--- config.mk ---
export PLATFORM = sky130hd
export DESIGN_NAME = rename_core
export DESIGN_NICKNAME = d
export VERILOG_FILES = /design/src/source/rename_pkg.sv /design/src/source/rename_core.sv /design/src/source/recovery_fsm.sv /design/src/source/map_table.sv /design/src/source/free_list.sv /design/src/source/reorder_buffer.sv
export SDC_FILE = /design/constraint.sdc
export NUM_CORES = 1
export LEC_CHECK = 0
export BUFFER_PORTS_ARGS = -buffer_cell sky130_fd_sc_hd__buf_2
export CORE_UTILIZATION = 65
export CTS_CLUSTER_DIAMETER = 80
export CTS_CLUSTER_SIZE = 8
export DETAILED_ROUTE_END_ITERATION = 8
export PLACE_DENSITY = 0.79
export RECOVER_POWER = 25
export SYNTH_ARGS = -nofsm -noshare
export SYNTH_HDL_FRONTEND = slang
export SYNTH_HIERARCHICAL = 1
export SYNTH_SLANG_ARGS = --single-unit
--- constraint.sdc ---
create_clock -name clock -period 11.95 [get_ports clock]
set_input_delay 2.39 -clock clock [delete_from_list [all_inputs] [get_ports clock]]
set_output_delay 2.39 -clock clock [all_outputs]
set_load 0.05 [all_outputs]
--- src/source/rename_pkg.sv ---
// shared sizes and types for the register rename block
// modules name these types in their port lists and import the package
// in their bodies for everything else

`default_nettype none

package rename_pkg;

  // register file and buffer sizes
  localparam int num_arch = 32;
  localparam int num_phys = 64;
  localparam int num_rob  = 16;

  // tags not mapped after reset sit in the free list
  localparam int num_free = num_phys - num_arch;

  // architectural register number
  typedef logic [$clog2(num_arch)-1:0] arch_reg_t;

  // physical register tag
  typedef logic [$clog2(num_phys)-1:0] phys_tag_t;

  // reorder buffer slot index
  typedef logic [$clog2(num_rob)-1:0] rob_idx_t;

  // occupancy or squash count, one bit wider than an index
  typedef logic [$clog2(num_rob):0] rob_count_t;

endpackage

`default_nettype wire
--- src/source/rename_core.sv ---
// top of the register rename and retirement block
// ties the reorder buffer, free list, map table and recovery sequencer
// together and forms the dispatch stall

`default_nettype none
`timescale 1ns/1ps

module rename_core (
  input  wire                   clock,
  input  wire                   reset,
  input  wire                   dispatch,
  input  wire rename_pkg::arch_reg_t dispatch_reg,
  input  wire                   retire,
  input  wire                   mispredict,
  input  wire rename_pkg::rob_idx_t  branch_idx,
  output logic                  stall,
  output rename_pkg::phys_tag_t dispatch_tag,
  output rename_pkg::phys_tag_t dispatch_old_tag,
  output rename_pkg::rob_idx_t  dispatch_idx,
  output logic                  retire_fire,
  output rename_pkg::phys_tag_t retire_tag,
  output logic                  walking
);

  import rename_pkg::*;

  logic       dispatch_fire;
  logic       rob_full;
  logic       free_empty;
  logic       mispredict_fire;
  rob_count_t squash_count;
  logic       walk_step;
  logic       push;
  phys_tag_t  push_tag;
  logic       restore;
  arch_reg_t  restore_reg;
  phys_tag_t  restore_tag;

  assign stall      = rob_full || free_empty || walking;
  // on a retire cycle the push port carries the head's old tag
  assign retire_tag = push_tag;

  reorder_buffer i_reorder_buffer (
    .clock           (clock),
    .reset           (reset),
    .dispatch        (dispatch),
    .dispatch_reg    (dispatch_reg),
    .new_tag         (dispatch_tag),
    .old_tag         (dispatch_old_tag),
    .retire          (retire),
    .mispredict      (mispredict),
    .branch_idx      (branch_idx),
    .walk_step       (walk_step),
    .stall_other     (free_empty || walking),
    .dispatch_fire   (dispatch_fire),
    .dispatch_idx    (dispatch_idx),
    .rob_full        (rob_full),
    .retire_fire     (retire_fire),
    .mispredict_fire (mispredict_fire),
    .squash_count    (squash_count),
    .push            (push),
    .push_tag        (push_tag),
    .restore         (restore),
    .restore_reg     (restore_reg),
    .restore_tag     (restore_tag)
  );

  free_list i_free_list (
    .clock      (clock),
    .reset      (reset),
    .pop        (dispatch_fire),
    .push       (push),
    .push_tag   (push_tag),
    .free_tag   (dispatch_tag),
    .free_empty (free_empty)
  );

  map_table i_map_table (
    .clock       (clock),
    .reset       (reset),
    .lookup_reg  (dispatch_reg),
    .write       (dispatch_fire),
    .write_tag   (dispatch_tag),
    .restore     (restore),
    .restore_reg (restore_reg),
    .restore_tag (restore_tag),
    .lookup_tag  (dispatch_old_tag)
  );

  recovery_fsm i_recovery_fsm (
    .clock           (clock),
    .reset           (reset),
    .mispredict_fire (mispredict_fire),
    .squash_count    (squash_count),
    .walk_step       (walk_step),
    .walking         (walking)
  );

endmodule

`default_nettype wire

--- src/source/recovery_fsm.sv ---
// sequencer for branch recovery
// loads the squash count on an accepted mispredict and then issues one
// walk step per cycle until every younger entry has been unwound

`default_nettype none
`timescale 1ns/1ps

module recovery_fsm (
  input  wire                    clock,
  input  wire                    reset,
  input  wire                    mispredict_fire,
  input  wire rename_pkg::rob_count_t squash_count,
  output logic                   walk_step,
  output logic                   walking
);

  import rename_pkg::*;

  typedef enum logic {
    st_idle,
    st_walk
  } state_t;

  state_t     state;
  rob_count_t remaining;

  assign walking   = (state == st_walk);
  assign walk_step = walking && (remaining != '0);

  always_ff @(posedge clock) begin
    if (reset) begin
      state     <= st_idle;
      remaining <= '0;
    end else begin
      unique case (state)
        st_idle: begin
          // nothing to undo when the branch is the youngest entry
          if (mispredict_fire && squash_count != '0) begin
            state     <= st_walk;
            remaining <= squash_count;
          end
        end
        st_walk: begin
          remaining <= remaining - 1'b1;
          // last step, back to idle
          if (remaining == rob_count_t'(1)) begin
            state <= st_idle;
          end
        end
      endcase
    end
  end

  // the buffer blocks new mispredicts for the whole walk
  a_no_nested : assert property (@(posedge clock) disable iff (reset)
    mispredict_fire |-> !walking)
    else $error("mispredict accepted during a recovery walk");

endmodule

`default_nettype wire

--- src/source/map_table.sv ---
// speculative map from architectural registers to physical tags
// dispatch overwrites the destination mapping, the recovery walk puts
// the previous tag back one register per cycle

`default_nettype none
`timescale 1ns/1ps

module map_table (
  input  wire                   clock,
  input  wire                   reset,
  input  wire rename_pkg::arch_reg_t lookup_reg,
  input  wire                   write,
  input  wire rename_pkg::phys_tag_t write_tag,
  input  wire                   restore,
  input  wire rename_pkg::arch_reg_t restore_reg,
  input  wire rename_pkg::phys_tag_t restore_tag,
  output rename_pkg::phys_tag_t lookup_tag
);

  import rename_pkg::*;

  phys_tag_t map_q [num_arch];

  // current mapping, read in the dispatch cycle
  assign lookup_tag = map_q[lookup_reg];

  always_ff @(posedge clock) begin
    if (reset) begin
      // identity mapping out of reset
      for (int i = 0; i < num_arch; i++) begin
        map_q[i] <= phys_tag_t'(i);
      end
    end else if (write) begin
      map_q[lookup_reg] <= write_tag;
    end else if (restore) begin
      map_q[restore_reg] <= restore_tag;
    end
  end

  // dispatch is stalled for the whole walk
  a_write_excl : assert property (@(posedge clock) disable iff (reset)
    !(write && restore))
    else $error("dispatch write and recovery restore in the same cycle");

endmodule

`default_nettype wire

--- src/source/free_list.sv ---
// FIFO of free physical tags for the rename block
// starts full with the tags above the architectural range, pops one tag
// per dispatch and takes freed tags back through a single push port

`default_nettype none
`timescale 1ns/1ps

module free_list (
  input  wire                   clock,
  input  wire                   reset,
  input  wire                   pop,
  input  wire                   push,
  input  wire rename_pkg::phys_tag_t push_tag,
  output rename_pkg::phys_tag_t free_tag,
  output logic                  free_empty
);

  import rename_pkg::*;

  phys_tag_t                     slots [num_free];
  logic [$clog2(num_free)-1:0]   rd_ptr;
  logic [$clog2(num_free)-1:0]   wr_ptr;
  logic [$clog2(num_free+1)-1:0] count;

  // oldest free tag sits at the read pointer
  assign free_tag   = slots[rd_ptr];
  assign free_empty = (count == '0);

  always_ff @(posedge clock) begin
    if (reset) begin
      rd_ptr <= '0;
      wr_ptr <= '0;
      count  <= ($clog2(num_free+1))'(num_free);
      // tags num_arch and up, in order
      for (int i = 0; i < num_free; i++) begin
        slots[i] <= phys_tag_t'(num_arch + i);
      end
    end else begin
      if (pop) begin
        rd_ptr <= rd_ptr + 1'b1;
      end
      if (push) begin
        slots[wr_ptr] <= push_tag;
        wr_ptr        <= wr_ptr + 1'b1;
      end
      if (push && !pop) begin
        count <= count + 1'b1;
      end else if (pop && !push) begin
        count <= count - 1'b1;
      end
    end
  end

  // tags are conserved, so the queue never under- or overflows
  a_bounds : assert property (@(posedge clock) disable iff (reset)
    !(pop && free_empty) &&
    !(push && !pop && count == ($clog2(num_free+1))'(num_free)))
    else $error("free list popped while empty or pushed past capacity");

endmodule

`default_nettype wire

--- src/source/reorder_buffer.sv ---
// circular reorder buffer for the rename block
// dispatch writes at the tail, retire frees the head, and after a
// mispredict the recovery walk unwinds the tail one entry per cycle

`default_nettype none
`timescale 1ns/1ps

module reorder_buffer (
  input  wire                    clock,
  input  wire                    reset,
  input  wire                    dispatch,
  input  wire rename_pkg::arch_reg_t  dispatch_reg,
  input  wire rename_pkg::phys_tag_t  new_tag,
  input  wire rename_pkg::phys_tag_t  old_tag,
  input  wire                    retire,
  input  wire                    mispredict,
  input  wire rename_pkg::rob_idx_t   branch_idx,
  input  wire                    walk_step,
  input  wire                    stall_other,
  output logic                   dispatch_fire,
  output rename_pkg::rob_idx_t   dispatch_idx,
  output logic                   rob_full,
  output logic                   retire_fire,
  output logic                   mispredict_fire,
  output rename_pkg::rob_count_t squash_count,
  output logic                   push,
  output rename_pkg::phys_tag_t  push_tag,
  output logic                   restore,
  output rename_pkg::arch_reg_t  restore_reg,
  output rename_pkg::phys_tag_t  restore_tag
);

  import rename_pkg::*;

  logic [num_rob-1:0] valid;
  arch_reg_t          reg_q [num_rob];
  phys_tag_t          new_q [num_rob];
  phys_tag_t          old_q [num_rob];
  rob_idx_t           head;
  rob_idx_t           tail;
  rob_idx_t           tail_prev;
  rob_count_t         count;
  rob_idx_t           squash_span;
  rob_idx_t           branch_offset;

  assign tail_prev     = tail - 1'b1;
  assign squash_span   = tail - branch_idx - 1'b1;
  assign branch_offset = branch_idx - head;

  // accept conditions are resolved once here
  assign rob_full        = (count == rob_count_t'(num_rob));
  assign dispatch_fire   = dispatch && !rob_full && !stall_other && !mispredict;
  assign mispredict_fire = mispredict && valid[branch_idx] && !walk_step;
  // a walk or a fresh mispredict holds the head
  assign retire_fire     = retire && valid[head] && !walk_step && !mispredict_fire;

  assign dispatch_idx = tail;
  // entries younger than the branch up to the tail
  assign squash_count = {1'b0, squash_span};

  // walk step undoes the youngest entry
  assign restore     = walk_step;
  assign restore_reg = reg_q[tail_prev];
  assign restore_tag = old_q[tail_prev];

  // single free-list port since retire and walk never overlap
  assign push     = retire_fire || walk_step;
  assign push_tag = walk_step ? new_q[tail_prev] : old_q[head];

  always_ff @(posedge clock) begin
    if (reset) begin
      head  <= '0;
      tail  <= '0;
      count <= '0;
      valid <= '0;
    end else begin
      if (dispatch_fire) begin
        valid[tail] <= 1'b1;
        tail        <= tail + 1'b1;
      end
      if (retire_fire) begin
        valid[head] <= 1'b0;
        head        <= head + 1'b1;
      end
      if (walk_step) begin
        valid[tail_prev] <= 1'b0;
        tail             <= tail_prev;
      end
      count <= count + rob_count_t'(dispatch_fire) - rob_count_t'(retire_fire)
               - rob_count_t'(walk_step);
    end
  end

  // entry payload
  always_ff @(posedge clock) begin
    if (dispatch_fire) begin
      reg_q[tail] <= dispatch_reg;
      new_q[tail] <= new_tag;
      old_q[tail] <= old_tag;
    end
  end

  // the tail slot is free whenever a dispatch lands
  a_no_write_full : assert property (@(posedge clock) disable iff (reset)
    dispatch_fire |-> !valid[tail])
    else $error("dispatch written into a full reorder buffer");

  // an accepted branch lies between head and tail
  a_branch_in_window : assert property (@(posedge clock) disable iff (reset)
    mispredict_fire |-> ({1'b0, branch_offset} < count))
    else $error("mispredict accepted on a stale index");

endmodule

`default_nettype wire

==> results.md <==
- Once the floorplan was initialized, standard cells occupied 65.7% of the core.
- The mean routed wirelength per cell is 28.8 µm.
- The initial antenna violation count is 0.
- The launching instance or port of the critical path is dispatch_reg[1].
- The number of vias after detailed routing is 20000.
- The kind of launch point of the worst setup path is an input pin.
- The synthesized design contains 716 register bits.
- The area of the core is 50000 µm².
- For this run, asynchronously set or reset flops after synthesis account for 0%.
- The antenna violation net count after detailed routing is 0.
- Entering global routing, the biggest net connects 67 pins.
- Measured against its own limit, the worst slew margin works out to -143%.
- The final RePlAce weighted congestion is 0.893.
- The library cells used most frequently in the layout, excluding fill and tap cells, are sky130_fd_sc_hd__edfxtp_1, sky130_fd_sc_hd__mux4_2, sky130_fd_sc_hd__nor3_1.
- The count of fill cells added during filler insertion is 2957.
- In this run the static leakage power is 11.1 nW.
- The first-pass iteration count of the detailed router is 5.
- The non-filler instance count after layout is 2833.
- The post-cts gate resize count is 0.
- Yosys mapped a number of flops with a built-in enable equal to 656.
- The endpoint type of the worst setup path is a primary output.
- Timing would allow up to 108 MHz.
- On the final layout, the worst clock skew is 0.0473 ns.
- The overall track demand over capacity in global routing is 32.7%.
- For the final routed database, the setup TNS stands at 0 ns.
- Along the worst path, the maximum fanout reaches 66.
- The final-report hold violation count is 0.
- The die covers 51400 µm².
- The final reports fail on capacitance limit, slew limit.
- The type of the worst min-delay path is reg2reg.
- Across all hold checks on the routed design, the worst slack comes to 0.483 ns.
- The number of max-cap violations is 9.
- TritonCTS built the clock tree.
- The post-synthesis instance area is 32900 µm².
- The number of distinct standard cells referenced by the synthesized netlist is 79.
- The flow ran to the end, but the final reports show violations.
- The register clock-pin slew on the reported worst setup and hold paths is 0.05 ns.
- The Yosys step of the flow raised 6 warnings.
- The share of the synthesized area in the top cell type is 60.0%.
- The startpoint-to-endpoint class of the critical path is in2out.
- When the netlist entered floorplanning its net count stood at 2169.
- Across the VDD grid, the largest voltage drop is 0.146 mV.
- The required time of the worst setup path is 9.56 ns.
- For the worst-skew pair, the clock arrives at the later sink with an insertion delay of 0.67 ns.
- The global routing stage identified its most utilized layer as met2.
- The transition at the pin with the smallest max-transition slack is 3.65 ns.
- The number of H-tree branching levels is 3.
- Counting the buffers created by CTS gives 99.
- In this run the mean area of a mapped cell was 15.5 µm².
- The register cell area after layout is 20900 µm².
- Buffers placed on the I/O ports in this run total 38.
- The slack of the worst reg-to-reg path is 6.10 ns.
- The total count of max-transition violations in the final report is 222.
- The HPWL after detailed placement is 47800 µm.
- For met1 alone, demand over resource in global routing was 43.0%.
- In the synthesized netlist the dominant register cell turns out to be sky130_fd_sc_hd__edfxtp_1.
- The met3 track utilization from global routing is 6.40%.
- The first global-routing pass estimated 122000 µm of wire.
- The most critical setup path has its endpoint at dispatch_old_tag[3].
- Setup repair after global routing left no endpoint under its margin.
- Summing all multi-input logic gate instances after layout gives 11000 µm².
- The number of remaining DRC errors is 0.
- After the first detailed-routing iteration, the DRC count stood at 2532.
- The number of hold buffers added after CTS is 0.
- In this run, placement finished with an instance count of 2682.
- The clock tree root buffer cell is sky130_fd_sc_hd__clkbuf_16.
- The die width is 227 µm.
- For this run, the post-layout net count is 2159.
- Dividing total power by cell area gives a power density of 189 nW/µm².
- The leading area contributor after synthesis is sky130_fd_sc_hd__edfxtp_1.
- The initialized floorplan defines 82 standard-cell rows.
- Summed over all layers, the routed wires come to 81600 µm.
- Global routing finished with a remaining overflow of 0.
- The number of global-route vias before repair is 20000.
- After synthesis, the cell types taking the most area are sky130_fd_sc_hd__edfxtp_1, sky130_fd_sc_hd__mux4_2, sky130_fd_sc_hd__dfxtp_1.
- The vertical die dimension is 227 µm.
- The arrival time at the worst endpoint is 6.86 ns.
- For this run, the share of the core covered by cells in the final layout is 72.3%.
- The detailed-route vias per instance is 7.07.
- In this run the most critical hold path is launched from i_free_list/count[2]$_SDFFE_PP0P_.
- From synthesis to final layout, the design area changed by 10.0%.
- 39 I/O pins were placed.
- The clock passes through at most 3 buffers.
- The most common cell after layout, fill and taps aside is sky130_fd_sc_hd__edfxtp_1.
- The share of layout cells above drive strength 1 is 20.4%.
- The worst register-to-register path has a depth of 7.
- After technology mapping, the gate count stands at 2121.
- Sequential elements use 63.6% of the synthesized area.
- The post-CTS repair timing setup buffer count is 0.
- Setup violations remaining at the end of the flow were counted as 0.
- Counting every sink on the clock net gives 716.
- The fraction of met2 tracks used by global routing is 54.1%.
- For the finished layout, the period the worst path requires is 9.25 ns.
- The endpoint identified for the worst register-to-register timing path is i_map_table/map_q[4][2]$_SDFFCE_PN1P_.
- In the finished design, the share of the clock period the worst path needs comes to 77.4%.
-- cells in the mapped netlist (all sizes together), types with 6 or more instances --
| cell type | number |
|---|---|
| buf | 87 |
| mux2i | 74 |
| dfxtp | 60 |
| a21o | 38 |
| edfxtp | 656 |
| or3 | 65 |
| xnor2 | 9 |
| nand3 | 113 |
| a41oi | 12 |
| mux4 | 201 |
| clkbuf | 106 |
| and2 | 35 |
| a31oi | 20 |
| and3 | 6 |
| o21ai | 19 |
| a22o | 6 |
| mux2 | 9 |
| a22oi | 16 |
| nand2b | 12 |
| nor2b | 17 |
| inv | 32 |
| a221oi | 8 |
| xor2 | 15 |
| a21oi | 24 |
| nand3b | 8 |
| nor2 | 83 |
| ha | 30 |
| a211oi | 7 |
| nand2 | 96 |
| nor3 | 170 |
| or2 | 38 |
-- worst max-delay path: stages --
cell                       delay [ns]
sky130_fd_sc_hd__buf_2           0.07
sky130_fd_sc_hd__clkbuf_1        2.54
sky130_fd_sc_hd__mux4_2          0.51
sky130_fd_sc_hd__mux4_2          0.55
sky130_fd_sc_hd__mux2_2          0.46
sky130_fd_sc_hd__buf_2           0.28
-- where the power goes --
group / internal (mW) / switching [mW]
Sequential: 2.86 / 0.0696
Clock: 1.52 / 1.04
Combinational: 0.486 / 0.851
Total: 4.86 / 1.96
-- state kept, by name, summed over array words and instances (netlist names), named ones only --
name	cells
i_reorder_buffer/count	5
i_reorder_buffer/reg_q	80
i_free_list/slots	192
i_recovery_fsm/remaining	5
i_free_list/wr_ptr	5
i_map_table/map_q	192
i_recovery_fsm/walking	1
i_reorder_buffer/dispatch_idx	4
i_free_list/count	6
i_reorder_buffer/head	4
i_reorder_buffer/new_q	96
i_free_list/rd_ptr	5
i_reorder_buffer/old_q	96
i_reorder_buffer/valid	16
-- kinds of logic after synthesis --
kind of cell / count (synthesis) / synth area share, %
AOI/OAI and AO/OA: 171 / 3.79
other: 1 / 0.0114
muxes: 284 / 16.6
and+or+nand+nor: 666 / 10.7
DFF: 716 / 63.6
adders and majority gates: 34 / 1.39
xor gates and xnor gates: 24 / 0.697
buffers and inverters: 225 / 3.18
-- worst min-delay path by stage --
stage / end / slack [ns] / cells past startpoint
CTS: i_free_list/count[2]$_SDFFE_PP0P_ / 0.48 / 2
global route: i_free_list/count[2]$_SDFFE_PP0P_ / 0.53 / 2
finish: i_free_list/count[2]$_SDFFE_PP0P_ / 0.48 / 2
floorplan: i_free_list/count[2]$_SDFFE_PP0P_ / 0.45 / 2
detailed placement: i_free_list/count[2]$_SDFFE_PP0P_ / 0.48 / 2
global placement: i_free_list/count[2]$_SDFFE_PP0P_ / 0.47 / 2
-- through the flow --
stage	power [mW]	area [µm²]	setup WS, ns
finish	6.82	36100	2.70
global route	7.01	36100	2.63
CTS	6.83	36300	4.44
detailed placement	4.28	33500	4.44
global placement	4.23	33500	4.54
floorplan	3.90	32900	5.44
-- per-layer routing --
metal	part of all wire, %	up-vias
li1	-	8322
met1	36	10100
met2	50	1428
met3	10	221
met4	3.5	0
met5	0	-
-- area by class of cell --
cell class              instances  area share, %
flip-flops and latches        716           57.8
multi-input cells            1180           30.4
clock buffers                 141           7.29
well taps                     672           2.33
repair buffers                 82           1.33
clock inverters                 8          0.436
inverters                      32          0.332
diodes                          2         0.0138
Power figures use the tool's default switching activity.
